--- config.mk ---
export PLATFORM = sky130hd
export DESIGN_NAME = aluTop
export DESIGN_NICKNAME = d
export VERILOG_FILES = /design/src/rtl/aluPkg.sv /design/src/rtl/aluTop.sv /design/src/rtl/ccrReg.sv /design/src/rtl/aluCore.sv /design/src/rtl/aluShifter.sv /design/src/rtl/aluAdder.sv
export SDC_FILE = /design/constraint.sdc
export NUM_CORES = 1
export LEC_CHECK = 0
export BUFFER_PORTS_ARGS = -buffer_cell sky130_fd_sc_hd__clkbuf_2
export CORE_MARGIN = 2
export CORE_UTILIZATION = 30
export CTS_BUF_LIST = sky130_fd_sc_hd__clkbuf_4
export DETAILED_ROUTE_END_ITERATION = 10
export PLACE_DENSITY = 0.45
export SYNTH_ARGS = -nofsm -noshare
export SYNTH_HDL_FRONTEND = slang
export SYNTH_SLANG_ARGS = --single-unit
--- constraint.sdc ---
create_clock -name clk -period 6.4 [get_ports clk]
set_input_delay 0.64 -clock clk [delete_from_list [all_inputs] [get_ports clk]]
set_output_delay 0.64 -clock clk [all_outputs]
set_load 0.005 [all_outputs]
--- src/rtl/aluPkg.sv ---
/*
 ALU shared definitions
 Word width, operation codes and the condition-code flag layout
*/
`default_nettype none

package aluPkg;

	// Data path width, byte half is fixed at 8 bits
	localparam int dataW = 16;

	// Operation codes. 17 ops, so the code needs 5 bits
	typedef enum logic [4:0] {
		// Logic group
		opAnd,
		opOr,
		opEor,
		opExt,	// Sign-extend low byte
		// Adder group
		opAdd,
		opAddx,	// Add with X as carry in
		opSub,
		opSubx,	// Subtract with X as borrow in
		opNot,	// 0 - src - 1
		// Single-bit shifts and rotates
		opLsl,
		opLsr,
		opAsl,
		opAsr,
		opRol,
		opRor,
		opRoxl,	// Rotate through X
		opRoxr
	} aluOp_t;

	// CCR flags, same bit positions as 68000 SR[4:0]
	typedef struct packed {
		logic x;	// Extend
		logic n;	// Negative
		logic z;	// Zero
		logic v;	// Overflow
		logic c;	// Carry
	} ccr_t;

	// Candidate flags from the core for one operation
	typedef struct packed {
		ccr_t flags;
		logic stickyZ;	// Z may only be cleared, ADDX/SUBX chains
	} flagSrc_t;

endpackage

`default_nettype wire
--- src/rtl/aluTop.sv ---
/*
 16-bit ALU top level
 Ties the core, adder, shifter and CCR together
*/
`timescale 1ns/1ps
`default_nettype none

module aluTop (
	input  wire logic                     clk,
	input  wire logic                     arstN,
	input  wire logic                     opValid,
	input  wire aluPkg::aluOp_t           op,
	input  wire logic                     isByte,
	input  wire logic [aluPkg::dataW-1:0] srcOp,
	input  wire logic [aluPkg::dataW-1:0] dstOp,
	input  wire logic                     ccrLoad,
	input  wire aluPkg::ccr_t             ccrIn,
	output logic      [aluPkg::dataW-1:0] aluOut,
	output aluPkg::ccr_t                  ccr,
	output logic                          ze
);

	logic [aluPkg::dataW-1:0] addB, sum, shifted;
	logic addCin, doAdd, cout, ov;
	logic shiftRight, fill, outBit;
	aluPkg::flagSrc_t flagSrc;

	// NOT subtracts from zero instead of dstOp
	assign addB = (op == aluPkg::opNot) ? '0 : dstOp;

	aluCore i_aluCore (
		.clk, .arstN, .opValid, .op, .isByte, .srcOp, .dstOp,
		.ccrCur(ccr), .sum, .cout, .ov, .shifted, .outBit,
		.addCin, .doAdd, .shiftRight, .fill, .flagSrc, .aluOut
	);

	aluAdder i_aluAdder (
		.a(srcOp), .b(addB), .cin(addCin), .doAdd, .isByte,
		.sum, .cout, .ov
	);

	aluShifter i_aluShifter (
		.data(srcOp), .isByte, .shiftRight, .fill, .shifted, .outBit
	);

	ccrReg i_ccrReg (
		.clk, .arstN, .opValid, .op, .flagSrc, .ccrLoad, .ccrIn, .ccr
	);

	assign ze = ~ccr.z;	// High while Z clear

endmodule

`default_nettype wire

--- src/rtl/ccrReg.sv ---
/*
 Condition-code register
 Applies the per-op write mask and the sticky Z rule,
 with direct load taking priority
*/
`timescale 1ns/1ps
`default_nettype none

module ccrReg (
	input  wire logic             clk,
	input  wire logic             arstN,
	input  wire logic             opValid,
	input  wire aluPkg::aluOp_t   op,
	input  wire aluPkg::flagSrc_t flagSrc,
	input  wire logic             ccrLoad,
	input  wire aluPkg::ccr_t     ccrIn,
	output aluPkg::ccr_t          ccr
);

	// Mask bit order follows ccr_t, x n z v c
	localparam logic [4:0] maskKeepX = 5'b01111;
	localparam logic [4:0] maskAll   = 5'b11111;

	logic [4:0] wrMask;
	aluPkg::ccr_t ccrNext;

	// Write mask from op
	always_comb begin
		case (op)
			aluPkg::opAnd, aluPkg::opOr, aluPkg::opEor, aluPkg::opExt,
			aluPkg::opNot, aluPkg::opRol, aluPkg::opRor:
				wrMask = maskKeepX;	// X untouched
			default:
				wrMask = maskAll;
		endcase
	end

	// Merge candidate and current flags
	always_comb begin
		ccrNext = (flagSrc.flags & wrMask) | (ccr & ~wrMask);
		if (flagSrc.stickyZ) begin
			ccrNext.z = flagSrc.flags.z & ccr.z;	// Only clears, multi-precision zero test
		end
	end

	// Load wins over an op in the same cycle
	always_ff @(posedge clk or negedge arstN) begin
		if (!arstN) begin
			ccr <= '0;
		end else if (ccrLoad) begin
			ccr <= ccrIn;
		end else if (opValid) begin
			ccr <= ccrNext;
		end
	end

endmodule

`default_nettype wire

--- src/rtl/aluCore.sv ---
/*
 ALU core
 Decodes the op into adder and shifter controls, selects the result,
 computes candidate flags and registers the result
*/
`timescale 1ns/1ps
`default_nettype none

module aluCore (
	input  wire logic                     clk,
	input  wire logic                     arstN,
	input  wire logic                     opValid,
	input  wire aluPkg::aluOp_t           op,
	input  wire logic                     isByte,
	input  wire logic [aluPkg::dataW-1:0] srcOp,
	input  wire logic [aluPkg::dataW-1:0] dstOp,
	input  wire aluPkg::ccr_t             ccrCur,
	input  wire logic [aluPkg::dataW-1:0] sum,	// From adder
	input  wire logic                     cout,
	input  wire logic                     ov,
	input  wire logic [aluPkg::dataW-1:0] shifted,	// From shifter
	input  wire logic                     outBit,
	output logic                          addCin,
	output logic                          doAdd,
	output logic                          shiftRight,
	output logic                          fill,
	output aluPkg::flagSrc_t              flagSrc,
	output logic      [aluPkg::dataW-1:0] aluOut
);

	localparam int W = aluPkg::dataW;

	logic [W-1:0] result;
	logic [W-1:0] logicRes;	// Word-wide logic value before size merge
	logic srcMsb, srcMsbNext;

	assign srcMsb = isByte ? srcOp[7] : srcOp[W-1];
	assign srcMsbNext = isByte ? srcOp[6] : srcOp[W-2];	// Becomes MSB after ASL

	// Adder controls
	always_comb begin
		case (op)
			aluPkg::opAddx, aluPkg::opSubx: addCin = ccrCur.x;
			aluPkg::opNot:                  addCin = 1'b1;	// 0 - src - 1
			default:                        addCin = 1'b0;
		endcase
	end
	assign doAdd = (op == aluPkg::opAdd) || (op == aluPkg::opAddx);

	// Shifter controls
	assign shiftRight = (op == aluPkg::opLsr) || (op == aluPkg::opAsr) ||
	                    (op == aluPkg::opRor) || (op == aluPkg::opRoxr);
	always_comb begin
		case (op)
			aluPkg::opAsr, aluPkg::opRol:   fill = srcMsb;	// Sign keep / rotate in MSB
			aluPkg::opRor:                  fill = srcOp[0];
			aluPkg::opRoxl, aluPkg::opRoxr: fill = ccrCur.x;
			default:                        fill = 1'b0;	// LSL, LSR, ASL
		endcase
	end

	// Result select and candidate flags
	always_comb begin
		logicRes = dstOp & srcOp;
		result = sum;
		flagSrc.flags.x = ccrCur.x;	// Masked off where X is kept
		flagSrc.flags.v = 1'b0;
		flagSrc.flags.c = 1'b0;
		flagSrc.stickyZ = 1'b0;
		case (op)
			aluPkg::opAnd, aluPkg::opOr, aluPkg::opEor: begin
				if (op == aluPkg::opOr) logicRes = dstOp | srcOp;
				else if (op == aluPkg::opEor) logicRes = dstOp ^ srcOp;
				result = isByte ? {dstOp[W-1:8], logicRes[7:0]} : logicRes;	// Upper byte kept
			end
			aluPkg::opExt: result = {{(W-8){srcOp[7]}}, srcOp[7:0]};
			aluPkg::opAdd, aluPkg::opAddx, aluPkg::opSub, aluPkg::opSubx: begin
				flagSrc.flags.x = cout;
				flagSrc.flags.c = cout;
				flagSrc.flags.v = ov;
				flagSrc.stickyZ = (op == aluPkg::opAddx) || (op == aluPkg::opSubx);
			end
			aluPkg::opNot: result = sum;	// C and V stay zero
			default: begin
				// Shifts and rotates
				result = shifted;
				flagSrc.flags.x = outBit;
				flagSrc.flags.c = outBit;
				if (op == aluPkg::opAsl) flagSrc.flags.v = srcMsb ^ srcMsbNext;
			end
		endcase
		flagSrc.flags.n = isByte ? result[7] : result[W-1];
		flagSrc.flags.z = isByte ? ~|result[7:0] : ~|result;
	end

	// Result register, holds without strobe
	always_ff @(posedge clk or negedge arstN) begin
		if (!arstN) begin
			aluOut <= '0;
		end else if (opValid) begin
			aluOut <= result;
		end
	end

endmodule

`default_nettype wire

--- src/rtl/aluShifter.sv ---
/*
 ALU one-bit shifter
 Shifts or rotates one position at byte or word size, inserting a fill bit
 and returning the bit shifted out
*/
`timescale 1ns/1ps
`default_nettype none

module aluShifter (
	input  wire logic [aluPkg::dataW-1:0] data,
	input  wire logic                     isByte,
	input  wire logic                     shiftRight,	// Low is left
	input  wire logic                     fill,	// Bit entering at LSB or size MSB
	output logic      [aluPkg::dataW-1:0] shifted,
	output logic                          outBit
);

	localparam int W = aluPkg::dataW;

	always_comb begin
		if (shiftRight) begin
			if (isByte) begin
				// Upper byte untouched
				shifted = {data[W-1:8], fill, data[7:1]};
			end else begin
				shifted = {fill, data[W-1:1]};
			end
			outBit = data[0];	// LSB leaves on right shift
		end else begin
			if (isByte) begin
				shifted = {data[W-1:8], data[6:0], fill};
				outBit = data[7];	// Byte MSB leaves
			end else begin
				shifted = {data[W-2:0], fill};
				outBit = data[W-1];
			end
		end
	end

endmodule

`default_nettype wire

--- src/rtl/aluAdder.sv ---
/*
 ALU adder-subtractor
 Computes b + a + cin or b - a - cin at byte or word size,
 with carry/borrow out and signed overflow
*/
`timescale 1ns/1ps
`default_nettype none

module aluAdder (
	input  wire logic [aluPkg::dataW-1:0] a,	// Source operand
	input  wire logic [aluPkg::dataW-1:0] b,	// Destination operand
	input  wire logic                     cin,
	input  wire logic                     doAdd,	// Low selects subtract
	input  wire logic                     isByte,
	output logic      [aluPkg::dataW-1:0] sum,
	output logic                          cout,
	output logic                          ov
);

	logic [aluPkg::dataW:0] wordRes;	// Extra bit is carry
	logic [8:0] byteRes;
	logic resMsb, dstMsb, srcMsb, srcSign;

	// Both sizes in parallel, size picks afterwards
	always_comb begin
		if (doAdd) begin
			wordRes = {1'b0, b} + {1'b0, a} + {{aluPkg::dataW{1'b0}}, cin};
			byteRes = {1'b0, b[7:0]} + {1'b0, a[7:0]} + {8'h00, cin};
		end else begin
			wordRes = {1'b0, b} - {1'b0, a} - {{aluPkg::dataW{1'b0}}, cin};	// Borrow in top bit
			byteRes = {1'b0, b[7:0]} - {1'b0, a[7:0]} - {8'h00, cin};
		end
	end

	// Byte result sign-extended into upper byte
	assign sum = isByte ? {{(aluPkg::dataW-8){byteRes[7]}}, byteRes[7:0]}
	                    : wordRes[aluPkg::dataW-1:0];
	assign cout = isByte ? byteRes[8] : wordRes[aluPkg::dataW];

	// Sign bits at the chosen size
	assign resMsb = isByte ? byteRes[7] : wordRes[aluPkg::dataW-1];
	assign dstMsb = isByte ? b[7] : b[aluPkg::dataW-1];
	assign srcMsb = isByte ? a[7] : a[aluPkg::dataW-1];
	assign srcSign = doAdd ? srcMsb : ~srcMsb;	// Subtract flips effective sign

	// Same-sign operands giving opposite-sign result
	assign ov = (srcSign & dstMsb & ~resMsb) | (~srcSign & ~dstMsb & resMsb);

endmodule

`default_nettype wire

==> report_table.html <==
<table>
<tr><th>Metric</th><th>Value</th></tr>
<tr><th colspan="2">Run status</th></tr>
<tr><td>Run status</td><td>finished, final reports clean</td></tr>
<tr><th colspan="2">Finish</th></tr>
<tr><td>Final core occ</td><td>0.337</td></tr>
<tr><td>Final antenna diode count</td><td>0</td></tr>
<tr><td>Layout cells sized above 1</td><td>0.136</td></tr>
<tr><td>Area growth from synthesis to layout</td><td>10.4%</td></tr>
<tr><td>Final #Nets</td><td>913</td></tr>
<tr><td>Fillcell total</td><td>1895</td></tr>
<tr><th colspan="2">Timing</th></tr>
<tr><td>Relative slew margins</td><td>0.433</td></tr>
<tr><td>Final min period</td><td>5200 ps</td></tr>
<tr><td>Clock skew</td><td>6.11 ps</td></tr>
<tr><td>Setup TNS after final layout</td><td>0 ps</td></tr>
<tr><td>Post-route worst setup slack</td><td>1200 ps</td></tr>
<tr><td>Finish-stage setup viols</td><td>0</td></tr>
<tr><td>Final-report hold violation count</td><td>0</td></tr>
<tr><td>Slew at the pin closest to its max-slew limit</td><td>844 ps</td></tr>
<tr><td>Post-route fraction of the period consumed by the critical path</td><td>0.812</td></tr>
<tr><td>Achievable Freq</td><td>192 MHz</td></tr>
<tr><td>Setup repair after global routing missed its margin</td><td>no</td></tr>
<tr><td>Total count of max-transition violations in the final report</td><td>0</td></tr>
<tr><th colspan="2">Clock tree</th></tr>
<tr><td>Number of gates resized after CTS</td><td>0</td></tr>
<tr><td>Post-CTS repair timing setup buffer count</td><td>0</td></tr>
<tr><td>CTS sink cnt</td><td>21</td></tr>
<tr><td>Post-CTS Hold Fix Bufs</td><td>0</td></tr>
<tr><td>Clk buf depth</td><td>2</td></tr>
<tr><td>Clock transition at the register clock pins on the worst setup and hold paths after CTS</td><td>130 ps</td></tr>
<tr><td>Level count of the clock H-tree</td><td>1</td></tr>
<tr><td>TritonCTS Buffers</td><td>3</td></tr>
<tr><td>Insertion delay of the later-clocked pin in the worst-skew pair</td><td>310 ps</td></tr>
<tr><td>Clock tree root driver cell</td><td>sky130_fd_sc_hd__clkbuf_4</td></tr>
<tr><td>CTS tree</td><td>built</td></tr>
<tr><th colspan="2">Synthesis</th></tr>
<tr><td>Primary FF master, synth</td><td>sky130_fd_sc_hd__dfrtp_1</td></tr>
<tr><td>Netlist area before placement</td><td>5260 sq um</td></tr>
<tr><td>Distinct cell type count of the synthesized netlist</td><td>75</td></tr>
<tr><td>Sequential area share after synthesis</td><td>0.100</td></tr>
<tr><td>Syn nets</td><td>just under 900</td></tr>
<tr><td>Warnings from Yosys</td><td>0</td></tr>
<tr><td>Flops &amp; latches, synth</td><td>21</td></tr>
<tr><td>Proportion of register bits with asynchronous set or reset after synthesis</td><td>1.00</td></tr>
<tr><td>Average instance area after synthesis</td><td>7.07 sq um</td></tr>
<tr><td>Gate count of the mapped netlist</td><td>between 700 and 800</td></tr>
<tr><td>Number of enable-type register cells in the synthesized netlist</td><td>0</td></tr>
<tr><th colspan="2">Pwr</th></tr>
<tr><td>Leakage power</td><td>2.69 nW</td></tr>
<tr><td>Worst ir drop on vdd</td><td>0.0832 mV</td></tr>
<tr><td>Power density over the cells</td><td>128 nW/um^2</td></tr>
<tr><th colspan="2">Floorplanning</th></tr>
<tr><td>Cell row count</td><td>48</td></tr>
<tr><td>Boundary pin count</td><td>around 70</td></tr>
<tr><td>Initial Util</td><td>0.305</td></tr>
<tr><td>Area of the die</td><td>18600 sq um</td></tr>
<tr><td>Die Width</td><td>136 microns</td></tr>
<tr><td>Vertical die dimension</td><td>136 microns</td></tr>
<tr><td>Std-Cell Core Area</td><td>17200 sq um</td></tr>
<tr><th colspan="2">Placement</th></tr>
<tr><td># port buffers</td><td>between 60 and 70</td></tr>
<tr><td>Post-DP HPWL</td><td>approximately 15000 microns</td></tr>
<tr><td>Dpl ws</td><td>~940 ps</td></tr>
<tr><td>GP Congestion</td><td>0.942</td></tr>
<tr><th colspan="2">Detailed routing</th></tr>
<tr><td>DR vias</td><td>5737</td></tr>
<tr><td>Remaining design rule violation count</td><td>0</td></tr>
<tr><td>Violation count after the first detailed-routing iteration</td><td>approximately 450</td></tr>
<tr><td>WL/cell</td><td>19.1 microns</td></tr>
<tr><td>Pre-Repair DR Iteration Count</td><td>5</td></tr>
<tr><td>Antenna Violating Nets Remaining</td><td>0</td></tr>
<tr><td>Via density per instance</td><td>5.67</td></tr>
<tr><td>DRT Wirelength</td><td>19300 microns</td></tr>
<tr><th colspan="2">Worst setup path</th></tr>
<tr><td>Setup crit start kind</td><td>input port</td></tr>
<tr><td>Logic depth of the worst setup path including buffers</td><td>15</td></tr>
<tr><td>Worst Path Max Fanout</td><td>14</td></tr>
<tr><td>Crit path cell chain</td><td>clkbuf_2, or4b_4, nor2_1, nor2_1, fa_1, fa_1, nand2b_1, a2111oi_0, nor3_1, o311ai_0, nand2_1, xor2_1, o311ai_0, nand4_1, o31ai_1</td></tr>
<tr><td>Max stage delay on crit path</td><td>around 680 ps</td></tr>
<tr><td>Setup Crit Path Kind</td><td>input port to flip-flop</td></tr>
<tr><td>Arr. time, crit path</td><td>5420 ps</td></tr>
<tr><td>Crit-path slowest cell</td><td>sky130_fd_sc_hd__a2111oi_0</td></tr>
<tr><td>Kind of end point of the critical path</td><td>flip-flop</td></tr>
<tr><td>Data required time at the worst endpoint</td><td>6620 ps</td></tr>
<tr><td>Total buffers and inverters traversed by the critical path</td><td>1</td></tr>
<tr><td>Top Family by Delay on Critical Path</td><td>compound AO/OA/AOI/OAI gates</td></tr>
<tr><td>Worst R2R Path Depth</td><td>13</td></tr>
<tr><th colspan="2">Global route</th></tr>
<tr><td>First-pass GRT wire length</td><td>approximately 30000 microns</td></tr>
<tr><td>Total Routing Usage GR</td><td>0.207</td></tr>
<tr><td>Antenna violations before repair</td><td>0</td></tr>
<tr><td>Via count of the first global-routing pass</td><td>5518</td></tr>
<tr><td>Largest net degree at the start of global routing</td><td>44</td></tr>
<tr><td>Global route overflow</td><td>0</td></tr>
<tr><th colspan="2">Job</th></tr>
<tr><td>Max cap viols</td><td>0</td></tr>
<tr><th colspan="2">Worst hold path</th></tr>
<tr><td>HP Class</td><td>input port to async pin</td></tr>
</table>
-- cells in the mapped netlist (all sizes together), types with 6 or more instances --
cell | number | area share
xor2 | 6 | 0.010
nor2 | 62 | 0.046
mux2i | 12 | 0.023
a21o | 9 | 0.013
nand2 | 79 | 0.056
buf | 13 | 0.013
nor3 | 20 | 0.020
a31oi | 9 | 0.011
o21ai | 45 | 0.044
o211ai | 15 | 0.022
a211o | 6 | 0.010
nand3 | 16 | 0.015
mux2 | 7 | 0.015
ha | 75 | 0.18
nand2b | 9 | 0.011
clkbuf | 24 | 0.017
or3 | 6 | 0.0071
nor2b | 9 | 0.011
o31ai | 14 | 0.020
dfrtp | 21 | 0.10
a21oi | 67 | 0.064
inv | 91 | 0.065
xnor2 | 15 | 0.025
a211oi | 13 | 0.019
-- logic make-up (layout without fill, tap and decap cells) --
group / after synthesis / in the layout / synth area share
AO/OA/AOI/OAI: 240 / 240 / 0.305
AND/OR/NAND/NOR: 231 / 231 / 0.212
buffers and inverters: 128 / 170 / 0.0954
adder cells (fa/ha/maj): 79 / 79 / 0.194
multiplexers: 24 / 24 / 0.0593
XOR/XNOR: 21 / 21 / 0.0350
flip-flops: 21 / 21 / 0.100
-- report_power, final --
part | leakage [nW] | internal, mW | total, mW | switching (mW)
registers | 0.247 | 0.153 | 0.165 | 0.0122
clock network | 0.0177 | 0.0233 | 0.0665 | 0.0432
logic | 2.43 | 0.199 | 0.514 | 0.315
-- worst paths after layout --
path / from / to / slack, ps
worst max-delay path: op[2] / i_ccrReg.ccr[2] / 1200
worst min-delay path: arstN / i_aluCore.aluOut[11] / 280
worst max register to register: flip-flop / i_ccrReg.ccr[2] / 1760
worst min register to register: i_aluCore.aluOut[5] / i_aluCore.aluOut[5] / 510
max in group asynchronous: arstN / i_aluCore.aluOut[3] / 5750
min in group clk: i_aluCore.aluOut[5] / i_aluCore.aluOut[5] / 510
-- per-stage QoR --
step / instance area [sq um] / instances / hold WS [ps] / total power [mW]
after floorplan: 5260 / 744 / 344 / 0.514
after global placement: 5780 / 1007 / 482 / 0.672
after detailed placement: 5780 / 1007 / 492 / 0.677
after CTS: 5810 / 1011 / 292 / 0.747
after global routing: 5810 / 1011 / 314 / 0.816
final: 5810 / 1011 / 282 / 0.745
-- layout make-up --
type,count,area [sq um],share of cell area
clock buffer,3,22.5,0.00388
clock inverter,1,5.00,0.000862
inverter,91,342,0.0588
multi-input combinational,595,4240,0.730
sequential,21,526,0.0905
tap,225,282,0.0485
timing repair buffer,75,393,0.0677
-- registers in the layout (all words and copies together) (netlist names), named ones only --
register / flops
i_aluCore.aluOut: 16
i_ccrReg.ccr: 4
-- layer usage --
layer,share of wire,track usage
met5,0,0
met4,0.025,0.0486
met1,0.46,0.293
met2,0.46,0.341
met3,0.056,0.0168
-- cell usage in the layout, fill, tap and decap left out, drive strengths merged, types with 6 or more instances in the layout --
cell / count
o31ai: 14
inv: 91
a211oi: 13
nor3: 20
o21ai: 45
nand2: 79
nor2b: 9
or3: 6
mux2i: 12
ha: 75
xor2: 6
xnor2: 15
mux2: 7
nand3: 16
buf: 7
dfrtp: 21
a21oi: 67
a21o: 9
a31oi: 9
nand2b: 9
o211ai: 15
clkbuf: 71
nor2: 62
a211o: 6
(Power assumes the default switching activity.)
